File: src/verilog/conBusPkg.sv
`default_nettype none

package conBusPkg;

  localparam int ebusLo = 18;
  localparam int diagSelWidth = 3;
  localparam int readbackWidth = 7;

  // CONO PI parity enables
  localparam int ebusParAdr = 18;
  localparam int ebusParData = 19;
  localparam int ebusParDir = 20;

  // CONO PAG
  localparam int ebusCacheLook = 18;
  localparam int ebusCacheLoad = 19;
  localparam int ebusPagingEn = 21;
  localparam int ebusTrapEn = 22;

  // CONO APR select bits
  localparam int ebusSelEn = 20;
  localparam int ebusSelDis = 21;
  localparam int ebusSelClr = 22;
  localparam int ebusSelSet = 23;

  // Readback select codes, 6 and 7 read zero
  localparam logic [diagSelWidth-1:0] diagSelEnables = 3'd0;
  localparam logic [diagSelWidth-1:0] diagSelSpec = 3'd1;
  localparam logic [diagSelWidth-1:0] diagSelCycle = 3'd2;
  localparam logic [diagSelWidth-1:0] diagSelSr = 3'd3;
  localparam logic [diagSelWidth-1:0] diagSelDecode = 3'd4;
  localparam logic [diagSelWidth-1:0] diagSelStrobe = 3'd5;

  // Diagnostic control function codes
  localparam logic [2:0] diagCodeClrRun = 3'd0;
  localparam logic [2:0] diagCodeSetRun = 3'd1;
  localparam logic [2:0] diagCodeContinue = 3'd2;

  typedef logic [diagSelWidth-1:0] diagSel;
  typedef logic [ebusLo:ebusLo+readbackWidth-1] readbackWord;

endpackage

`default_nettype wire

File: src/verilog/conFieldPkg.sv
`default_nettype none

package conFieldPkg;

  localparam int condWidth = 6;
  localparam int condGroupWidth = 3;
  localparam int magicWidth = 9;
  localparam int memWidth = 3;

  // Upper COND digit
  localparam logic [condGroupWidth-1:0] condGroup10 = 3'd1;
  localparam logic [condGroupWidth-1:0] condGroup20 = 3'd2;
  localparam logic [condGroupWidth-1:0] condGroup30 = 3'd3;

  // Group 10 codes
  localparam logic [condGroupWidth-1:0] condFmWrite = 3'd0;
  localparam logic [condGroupWidth-1:0] condLoadIr = 3'd4;
  localparam logic [condGroupWidth-1:0] condSpecInstr = 3'd5;
  localparam logic [condGroupWidth-1:0] condSrMagic = 3'd6;
  localparam logic [condGroupWidth-1:0] condSelVma = 3'd7;

  // Group 20 codes
  localparam logic [condGroupWidth-1:0] condDiagFunc = 3'd0;
  localparam logic [condGroupWidth-1:0] condEboxState = 3'd1;
  localparam logic [condGroupWidth-1:0] condEbusCtl = 3'd2;
  localparam logic [condGroupWidth-1:0] condLongEn = 3'd5;

  // Group 30 codes, everything below VMA DEC is a VMA magic code
  localparam logic [condGroupWidth-1:0] condVmaDec = 3'd5;
  localparam logic [condGroupWidth-1:0] condVmaInc = 3'd6;
  localparam logic [condGroupWidth-1:0] condLoadVmaHeld = 3'd7;

  // MAGIC subfields
  localparam int magicFuncLo = 3;
  localparam int magicFuncHi = 5;
  localparam int magicSubLo = 6;
  localparam int magicSubHi = 8;
  localparam int memWaitBit = 2;

  localparam logic [2:0] magicFunc01 = 3'd1;
  localparam logic [2:0] magicConoApr = 3'd4;
  localparam logic [2:0] magicConoPi = 3'd5;
  localparam logic [2:0] magicConoPag = 3'd6;
  localparam logic [2:0] magicDataoApr = 3'd7;

  typedef logic [0:condWidth-1] condField;
  typedef logic [0:magicWidth-1] magicField;
  typedef logic [0:memWidth-1] memField;

endpackage

`default_nettype wire
File: src/verilog/conTop.sv
`default_nettype none

module conTop import conFieldPkg::*, conBusPkg::*; (
  input  wire                    conCLK,
  input  wire                    CLK,
  input  wire condField          cond,
  input  wire magicField         magic,
  input  wire memField           mem,
  input  wire readbackWord       ebusData,
  input  wire                    diagRead,
  input  wire conBusPkg::diagSel diagSel,
  input  wire                    diagCtl,
  input  wire [2:0]              diagCode,
  input  wire                    eboxSync,
  input  wire                    consoleControl,
  input  wire                    mboxCycReq,
  input  wire                    fmXfer,
  input  wire                    mbXfer,
  input  wire                    pageError,
  input  wire                    skipSatisfied,
  input  wire                    vmaSection0,
  input  wire                    specSaveFlags,
  output logic                   conoApr,
  output logic                   conoPi,
  output logic                   conoPag,
  output logic                   dataoApr,
  output logic                   selEn,
  output logic                   selDis,
  output logic                   selClr,
  output logic                   selSet,
  output logic                   delayReq,
  output logic                   ebusRel,
  output logic [0:2]             parityEnables,
  output logic                   cacheLookEn,
  output logic                   cacheLoadEn,
  output logic                   ki10PagingMode,
  output logic                   trapEn,
  output logic [0:3]             sr,
  output logic                   kernelCycle,
  output logic                   pcPlus1Inh,
  output logic                   pxct,
  output logic                   intDisable,
  output logic                   eboxHalted,
  output logic [0:3]             ucodeState,
  output logic                   memCycle,
  output logic                   mboxWait,
  output logic                   piCycle,
  output logic                   piDismiss,
  output logic                   setPih,
  output logic                   longEn,
  output logic                   run,
  output logic                   start,
  output logic                   piDisable,
  output logic [1:0]             vmaSel,
  output readbackWord            readback
);

  logic condLoadIr;
  logic condSpecInstr;
  logic condSrMagic;
  logic condDiagFunc;
  logic condEboxState;
  logic condEbusCtl;
  logic condLongEn;
  logic condVmaMagic;
  logic [0:condGroupWidth-1] condGroupActive;

  // VMA loads with each memory request
  condDecoder condDec (
    .loadVma(mboxCycReq),
    .*
  );

  magicDecoder magicDec (.*);

  conoRegisters conoRegs (.*);

  cycleControl cycleCtl (.*);

  diagReadMux readMux (.*);

endmodule

`default_nettype wire

File: src/verilog/diagReadMux.sv
`default_nettype none

module diagReadMux import conFieldPkg::*, conBusPkg::*; (
  input  wire                        diagRead,
  input  wire conBusPkg::diagSel     diagSel,
  input  wire [0:2]                  parityEnables,
  input  wire                        cacheLookEn,
  input  wire                        cacheLoadEn,
  input  wire                        ki10PagingMode,
  input  wire                        trapEn,
  input  wire [0:3]                  sr,
  input  wire                        kernelCycle,
  input  wire                        pcPlus1Inh,
  input  wire                        pxct,
  input  wire                        intDisable,
  input  wire                        eboxHalted,
  input  wire [0:3]                  ucodeState,
  input  wire                        memCycle,
  input  wire                        mboxWait,
  input  wire                        piCycle,
  input  wire                        piDismiss,
  input  wire                        setPih,
  input  wire                        longEn,
  input  wire                        run,
  input  wire                        start,
  input  wire                        piDisable,
  input  wire                        delayReq,
  input  wire                        ebusRel,
  input  wire                        condLoadIr,
  input  wire                        condVmaMagic,
  input  wire [1:0]                  vmaSel,
  input  wire [0:condGroupWidth-1]   condGroupActive,
  output readbackWord                readback
);

  // First element of each word lands on EBUS bit 18
  always_comb begin
    readback = '0;
    if (diagRead) begin
      case (diagSel)
        diagSelEnables: readback = {parityEnables, trapEn, cacheLookEn, cacheLoadEn, 1'b0};
        diagSelSpec: begin
          readback = {kernelCycle, pcPlus1Inh, pxct, intDisable, eboxHalted,
                      ki10PagingMode, longEn};
        end
        // memory cycle reads back inverted
        diagSelCycle: readback = {piCycle, ~memCycle, ucodeState, run};
        diagSelSr: readback = {sr, delayReq, ebusRel, 1'b0};
        diagSelDecode: begin
          readback = {condGroupActive, condVmaMagic, vmaSel[1], vmaSel[0], condLoadIr};
        end
        diagSelStrobe: readback = {mboxWait, piDismiss, setPih, start, piDisable, 2'b00};
        default: readback = '0;
      endcase
    end
  end

endmodule

`default_nettype wire

File: src/verilog/cycleControl.sv
`default_nettype none

module cycleControl import conFieldPkg::*, conBusPkg::*; (
  input  wire            conCLK,
  input  wire            CLK,
  input  wire            mboxCycReq,
  input  wire            fmXfer,
  input  wire            mbXfer,
  input  wire            pageError,
  input  wire            skipSatisfied,
  input  wire            specSaveFlags,
  input  wire            eboxSync,
  input  wire            vmaSection0,
  input  wire            condSpecInstr,
  input  wire            condLongEn,
  input  wire magicField magic,
  input  wire memField   mem,
  input  wire            diagCtl,
  input  wire [2:0]      diagCode,
  input  wire            eboxHalted,
  output logic           memCycle,
  output logic           mboxWait,
  output logic           piCycle,
  output logic           piDismiss,
  output logic           setPih,
  output logic           longEn,
  output logic           run,
  output logic           start,
  output logic           piDisable
);

  logic xfer;
  logic specFlagMagic2;
  logic clrPiCycle;
  logic setRun;
  logic clrRun;
  logic continueReq;
  logic [0:1] runStage;
  logic [0:1] startStage;

  always_comb begin
    xfer = fmXfer || mbXfer;
    specFlagMagic2 = condSpecInstr && magic[2];
    clrPiCycle = (specSaveFlags && piCycle && eboxSync) || specFlagMagic2;
    setPih = clrPiCycle;
    piDismiss = specFlagMagic2 && !piCycle && !eboxSync;
    mboxWait = mem[memWaitBit] && memCycle;
    piDisable = !run || eboxHalted;
    setRun = diagCtl && diagCode == diagCodeSetRun;
    clrRun = diagCtl && diagCode == diagCodeClrRun;
    continueReq = diagCtl && diagCode == diagCodeContinue;
  end

  // Set terms win over clear terms
  always_ff @(posedge conCLK or posedge CLK) begin
    if (CLK) begin
      memCycle <= 1'b0;
      piCycle <= 1'b0;
      longEn <= 1'b0;
    end else begin
      memCycle <= mboxCycReq || (memCycle && !xfer && !pageError);
      piCycle <= (condSpecInstr && magic[0]) || (piCycle && !skipSatisfied && !clrPiCycle);
      longEn <= (condLongEn && !vmaSection0) || (longEn && !mboxCycReq);
    end
  end

  // Three-stage delay, first run stage holds the requested level
  always_ff @(posedge conCLK or posedge CLK) begin
    if (CLK) begin
      runStage <= '0;
      run <= 1'b0;
      startStage <= '0;
      start <= 1'b0;
    end else begin
      runStage[0] <= setRun || (runStage[0] && !clrRun);
      runStage[1] <= runStage[0];
      run <= runStage[1];
      startStage[0] <= continueReq;
      startStage[1] <= startStage[0];
      start <= startStage[1];
    end
  end

endmodule

`default_nettype wire

File: src/verilog/conoRegisters.sv
`default_nettype none

module conoRegisters import conFieldPkg::*, conBusPkg::*; (
  input  wire              conCLK,
  input  wire              CLK,
  input  wire              conoPi,
  input  wire              conoPag,
  input  wire              condSrMagic,
  input  wire              condSpecInstr,
  input  wire              condEboxState,
  input  wire magicField   magic,
  input  wire readbackWord ebusData,
  output logic [0:2]       parityEnables,
  output logic             cacheLookEn,
  output logic             cacheLoadEn,
  output logic             ki10PagingMode,
  output logic             trapEn,
  output logic [0:3]       sr,
  output logic             kernelCycle,
  output logic             pcPlus1Inh,
  output logic             pxct,
  output logic             intDisable,
  output logic             eboxHalted,
  output logic [0:3]       ucodeState
);

  // Write even parity for address, data and directory
  always_ff @(posedge conCLK or posedge CLK) begin
    if (CLK) begin
      parityEnables <= '0;
    end else if (conoPi) begin
      parityEnables <= {ebusData[ebusParAdr], ebusData[ebusParData], ebusData[ebusParDir]};
    end
  end

  // Cache and paging setup
  always_ff @(posedge conCLK or posedge CLK) begin
    if (CLK) begin
      cacheLookEn <= 1'b0;
      cacheLoadEn <= 1'b0;
      ki10PagingMode <= 1'b0;
      trapEn <= 1'b0;
    end else if (conoPag) begin
      cacheLookEn <= ebusData[ebusCacheLook];
      cacheLoadEn <= ebusData[ebusCacheLoad];
      ki10PagingMode <= ebusData[ebusPagingEn];
      trapEn <= ebusData[ebusTrapEn];
    end
  end

  // SR bits 2 and 3 are merged from overlapping MAGIC pairs
  always_ff @(posedge conCLK or posedge CLK) begin
    if (CLK) begin
      sr <= '0;
    end else if (condSrMagic) begin
      sr <= {magic[5],
             magic[6],
             (magic[3] || magic[7]) && (magic[2] || magic[7]),
             (magic[4] || magic[8]) && (magic[3] || magic[7])};
    end
  end

  // Special instruction flags
  always_ff @(posedge conCLK or posedge CLK) begin
    if (CLK) begin
      kernelCycle <= 1'b0;
      pcPlus1Inh <= 1'b0;
      pxct <= 1'b0;
      intDisable <= 1'b0;
      eboxHalted <= 1'b0;
    end else if (condSpecInstr) begin
      kernelCycle <= magic[1];
      pcPlus1Inh <= magic[2];
      pxct <= magic[4];
      intDisable <= magic[5];
      eboxHalted <= magic[7];
    end
  end

  // Odd bit sets, the next bit holds, neither clears
  always_ff @(posedge conCLK or posedge CLK) begin
    if (CLK) begin
      ucodeState <= '0;
    end else if (condEboxState) begin
      for (int i = 0; i < 4; i++) begin
        ucodeState[i] <= magic[2*i+1] || (magic[2*i+2] && ucodeState[i]);
      end
    end
  end

endmodule

`default_nettype wire

File: src/verilog/magicDecoder.sv
`default_nettype none

module magicDecoder import conFieldPkg::*, conBusPkg::*; (
  input  wire magicField   magic,
  input  wire              condDiagFunc,
  input  wire              condEbusCtl,
  input  wire              consoleControl,
  input  wire              eboxSync,
  input  wire readbackWord ebusData,
  output logic             conoApr,
  output logic             conoPi,
  output logic             conoPag,
  output logic             dataoApr,
  output logic             selEn,
  output logic             selDis,
  output logic             selClr,
  output logic             selSet,
  output logic             delayReq,
  output logic             ebusRel
);

  logic [2:0] func;
  logic [2:0] sub;
  logic diagFunc0xx;
  logic func01x;

  always_comb begin
    func = magic[magicFuncLo:magicFuncHi];
    sub = magic[magicSubLo:magicSubHi];
    // Diagnostic functions 0xx need MAGIC bit 2 low
    diagFunc0xx = condDiagFunc && !magic[2];
    func01x = diagFunc0xx && func == magicFunc01 && !consoleControl;
  end

  always_comb begin
    conoApr = func01x && sub == magicConoApr && eboxSync;
    conoPi = func01x && sub == magicConoPi && eboxSync;
    conoPag = func01x && sub == magicConoPag;
    dataoApr = func01x && sub == magicDataoApr;
  end

  // APR select strobes ride on CONO APR
  always_comb begin
    selEn = conoApr && ebusData[ebusSelEn];
    selDis = conoApr && ebusData[ebusSelDis];
    selClr = conoApr && ebusData[ebusSelClr];
    selSet = conoApr && ebusData[ebusSelSet];
  end

  always_comb begin
    delayReq = condDiagFunc && magic[magicFuncLo];
    ebusRel = condEbusCtl && magic[2] && eboxSync;
  end

endmodule

`default_nettype wire

File: src/verilog/condDecoder.sv
`default_nettype none

module condDecoder import conFieldPkg::*; (
  input  wire                        conCLK,
  input  wire                        CLK,
  input  wire condField              cond,
  input  wire                        loadVma,
  output logic                       condLoadIr,
  output logic                       condSpecInstr,
  output logic                       condSrMagic,
  output logic                       condDiagFunc,
  output logic                       condEboxState,
  output logic                       condEbusCtl,
  output logic                       condLongEn,
  output logic                       condVmaMagic,
  output logic [1:0]                 vmaSel,
  output logic [0:condGroupWidth-1]  condGroupActive
);

  logic [condGroupWidth-1:0] group;
  logic [condGroupWidth-1:0] code;
  logic en10;
  logic en20;
  logic en30;

  // Upper digit selects the group
  always_comb begin
    group = cond[0:condGroupWidth-1];
    code = cond[condGroupWidth:condWidth-1];
    en10 = !CLK && group == condGroup10;
    en20 = !CLK && group == condGroup20;
    en30 = !CLK && group == condGroup30;
  end

  // Codes share names with the strobe ports, hence the package scope
  always_comb begin
    condLoadIr = en10 && code == conFieldPkg::condLoadIr;
    condSpecInstr = en10 && code == conFieldPkg::condSpecInstr;
    condSrMagic = en10 && code == conFieldPkg::condSrMagic;
    condDiagFunc = en20 && code == conFieldPkg::condDiagFunc;
    condEboxState = en20 && code == conFieldPkg::condEboxState;
    condEbusCtl = en20 && code == conFieldPkg::condEbusCtl;
    condLongEn = en20 && code == conFieldPkg::condLongEn;
    condVmaMagic = en30 && code < condVmaDec;
    vmaSel[1] = !CLK && ((en30 && code == condVmaDec) || loadVma);
    vmaSel[0] = !CLK && ((en30 && code == condVmaInc) || loadVma);
  end

  // Group enables held for diagnostic readback
  always_ff @(posedge conCLK or posedge CLK) begin
    if (CLK) begin
      condGroupActive <= '0;
    end else begin
      condGroupActive <= {en10, en20, en30};
    end
  end

endmodule

`default_nettype wire

File: config.mk
export PLATFORM = sky130hd
export DESIGN_NAME = conTop
export DESIGN_NICKNAME = d
export VERILOG_FILES = /design/src/verilog/conBusPkg.sv /design/src/verilog/conFieldPkg.sv /design/src/verilog/conTop.sv /design/src/verilog/diagReadMux.sv /design/src/verilog/cycleControl.sv /design/src/verilog/conoRegisters.sv /design/src/verilog/magicDecoder.sv /design/src/verilog/condDecoder.sv
export SDC_FILE = /design/constraint.sdc
export NUM_CORES = 1
export LEC_CHECK = 0
export CAP_MARGIN = 20
export CORE_ASPECT_RATIO = 1.4
export CORE_UTILIZATION = 43
export CTS_BUF_LIST = sky130_fd_sc_hd__clkbuf_4
export DETAILED_ROUTE_END_ITERATION = 8
export DONT_BUFFER_PORTS = 1
export SLEW_MARGIN = 10
export SYNTH_ARGS = -nofsm -noshare
export SYNTH_HDL_FRONTEND = slang
export SYNTH_SLANG_ARGS = --single-unit
File: constraint.sdc
create_clock -name conCLK -period 3.82 [get_ports conCLK]
set_input_delay 0 -clock conCLK [delete_from_list [all_inputs] [get_ports conCLK]]
set_output_delay 0 -clock conCLK [all_outputs]
set_load 0.02 [all_outputs]
==> impl_metrics.toml <==
[outcome]
status = "complete, but fails checks"
violations = "design-rule violations"

[synth]
avgSynthCellArea_um2 = 10.2
synth_seq_area_share = 0.425
synth_cell_types = 51
synth_xor_area_frac = 0
syn_nets = 228
synth_top_family_by_area = "simple AND/OR/NAND/NOR gates"
yosys.area.top_type_share = 0.425
synth_compound_area_frac = 0.126
synthFlopType = "dfrtp_1"
muxShareOfSynthArea = 0.128
synth_cells = 184
synth_edf_count = 0
ys_ff_latch = 32
async_flop_share = 1.00
synthesis.area_um2 = 1880
synthTopCellsByCount = "dfrtp_1 (32), mux2_2 (15), nand2_1 (12)"
synth_top_cell_by_area = "dfrtp_1"
synth_fa_ha_area_frac = 0
ys.warnings.count = 0
ys_top_cells_by_area = "dfrtp_1 (43%), mux2_2 (9.0%), and2_1 (3.3%)"
synthSimpleGateAreaFrac = 0.278
synth.most_common_cell = "dfrtp_1"

[detailed_routing]
met3WireLength_um = 485
drt_wl_total_um = 5790
drt-wirelength-per-cell_um = 21.5
drtIter0Drc = 87
met1_length_um = 2030
dr_total_vias = 1687
vias_per_cell = 6.27
antenna_left = 0
wl_met2_um = 3130
highest_layer = "met4"
route.detailed.drc = 7
firstDrtPassIters = 6

[placed_design]
place_congestion = 0.930
dp_hpwl_um = 4030
place_ws_ps = 1890
port_buffers = 0

[clocking]
postCtsSetupBuffers = 0
clock_path_buffers = 2
numCtsBuffers = 5
cts_tree = "yes"
clk_pin_slew_worst_paths_ps = 110
cts_hold_buf = 39
worstSkewPairLatency_ps = 340
post_cts_resized = 0
clock-sinks = 32
htree_levels = 2
clock-root-buffer = "clkbuf_4"

[floorplanning]
fp-row-count = 28
coreArea_um2 = 4200
die_h_um = 80.3
die_w_um = 57.9
io_pins = 92
start_util = 0.448
die-area_um2 = 4650

[worst_setup_path]
required_ps = 4100
cp.arrival_ps = 3110
cp-start-kind = "input pin"
endpoint_kind = "flip-flop"
critPathMaxFanout = 5
worstSetupPathType = "input pin to flip-flop"

[sta]
worstMarginPinSlew_ps = 867
relSlewSlack = 0.418
final_max_slew_viol_count = 0
timing.final.ws_setup_ps = 991
clock_skew_ps = 0.185
fin_crit_ps = 2830
hold_violations = 0
timing.final.crit_share = 0.741
rsz0062_at_grt = "no"
tns_ps = 0
max_clock_freq_mhz = 354
finalSetupViolations = 0
fin_hold_ws_ps = 50.1

[global_route]
grt_pass1_vias = 1747
grt_pass1_wl_um = 8840
antenna_found_initial = 0
global_route.overflow_total = 0
grt_max_degree = 19
grt_usage = 0.260

[power]
power_density_nw_per_um2 = 314
power.leakage_nw = 1.04
total_power_mw = 0.739
ir_drop_mv = 0.211

[cells_and_area]
syn2layout_area_growth_pct = 25.0
final_net_count = 267
drive_above_1_share = 0.161
antennaDiodeCount = 0

[worst_hold_path]
hold_class = "input pin to flip-flop"

[job]
drv_cap = 0
-- power by group --
part	switching, mW	internal [mW]	total, mW
Sequential	0.0591	0.367	0.426
Combinational	0.0577	0.0637	0.121
Clock	0.122	0.0693	0.191
-- stage by stage --
stage,utilization,instances,area (µm²)
floorplan,-,184,1880
global placement,0.454,222,1910
detailed placement,0.454,222,1910
CTS,0.560,269,2350
global route,0.560,269,2350
finish,0.560,269,2350
-- registers in the layout (all words and copies together) (netlist names), 2 cells and up --
name and flops:
conoRegs.ucodeState 4, cycleCtl.startStage 2, conoRegs.parityEnables 3, condDec.condGroupActive 3, cycleCtl.runStage 2, conoRegs.sr 4
-- kinds of logic after synthesis --
group	after synthesis
simple gates	77
compound gates	35
mux	21
flops	32
buf+inv	19
-- metal layers --
metal  global-route usage  vias up
met5                    0        -
met4                0.148        0
met3               0.0612       13
met2                0.448       88
met1                0.288      834
li1                     -      752
-- layout by cell type (no fill, tap or decap), drive strengths merged, types with 2 or more instances in the layout --
master / count
inv: 11
o21ai: 9
or2: 2
nor2b: 8
nor4b: 5
a211oi: 2
a22oi: 2
nand4b: 2
dlygate4sd3: 39
clkbuf: 5
mux2i: 5
clkinvlp: 2
nand3b: 3
dfrtp: 32
nor3b: 2
and2: 10
a32oi: 2
nor2: 10
or4b: 3
nand4: 4
mux2: 15
nand2b: 2
nor3: 3
a21oi: 7
a32o: 2
nand3: 4
nand2: 12
a311oi: 2
-- final timing paths --
| path | startpoint | to | slack [ps] | cells past startpoint |
|---|---|---|---|---|
| setup reg to reg | cycleCtl.piCycle$_DFF_PP0_ | cycleCtl.piCycle$_DFF_PP0_ | 2090 | 3 |
| setup / recovery | CLK | conoRegs.ucodeState[2]$_DFFE_PP0P_ | 990 | 7 |
| hold / removal | cond[0] | conoRegs.parityEnables[1]$_DFFE_PP0P_ | 50 | 3 |
| hold reg to reg | cycleCtl.runStage[1]$_DFF_PP0_ | cycleCtl.run$_DFF_PP0_ | 360 | 0 |
| min in group asynchronous | CLK | cycleCtl.start$_DFF_PP0_ | 260 | 2 |
| max in group asynchronous | CLK | conoRegs.ucodeState[0]$_DFFE_PP0P_ | 2880 | 3 |
-- area by class of cell --
class / instances / area (µm²)
Sequential cell: 32 / 801
Inverter: 11 / 41.3
Fill cell: 389 / 1850
Clock inverter: 3 / 18.8
Multi-Input combinational cell: 133 / 1000
Tap cell: 45 / 56.3
Clock buffer: 5 / 37.5
Timing Repair Buffer: 40 / 398
-- critical path, cell delays in order --
cell	delay, ps
dlygate4sd3_1	610
or4b_4	560
nor4b_1	590
nand2_1	130
dlygate4sd3_1	600
nand2_1	70
dlygate4sd3_1	550
(Power assumes the default switching activity.)
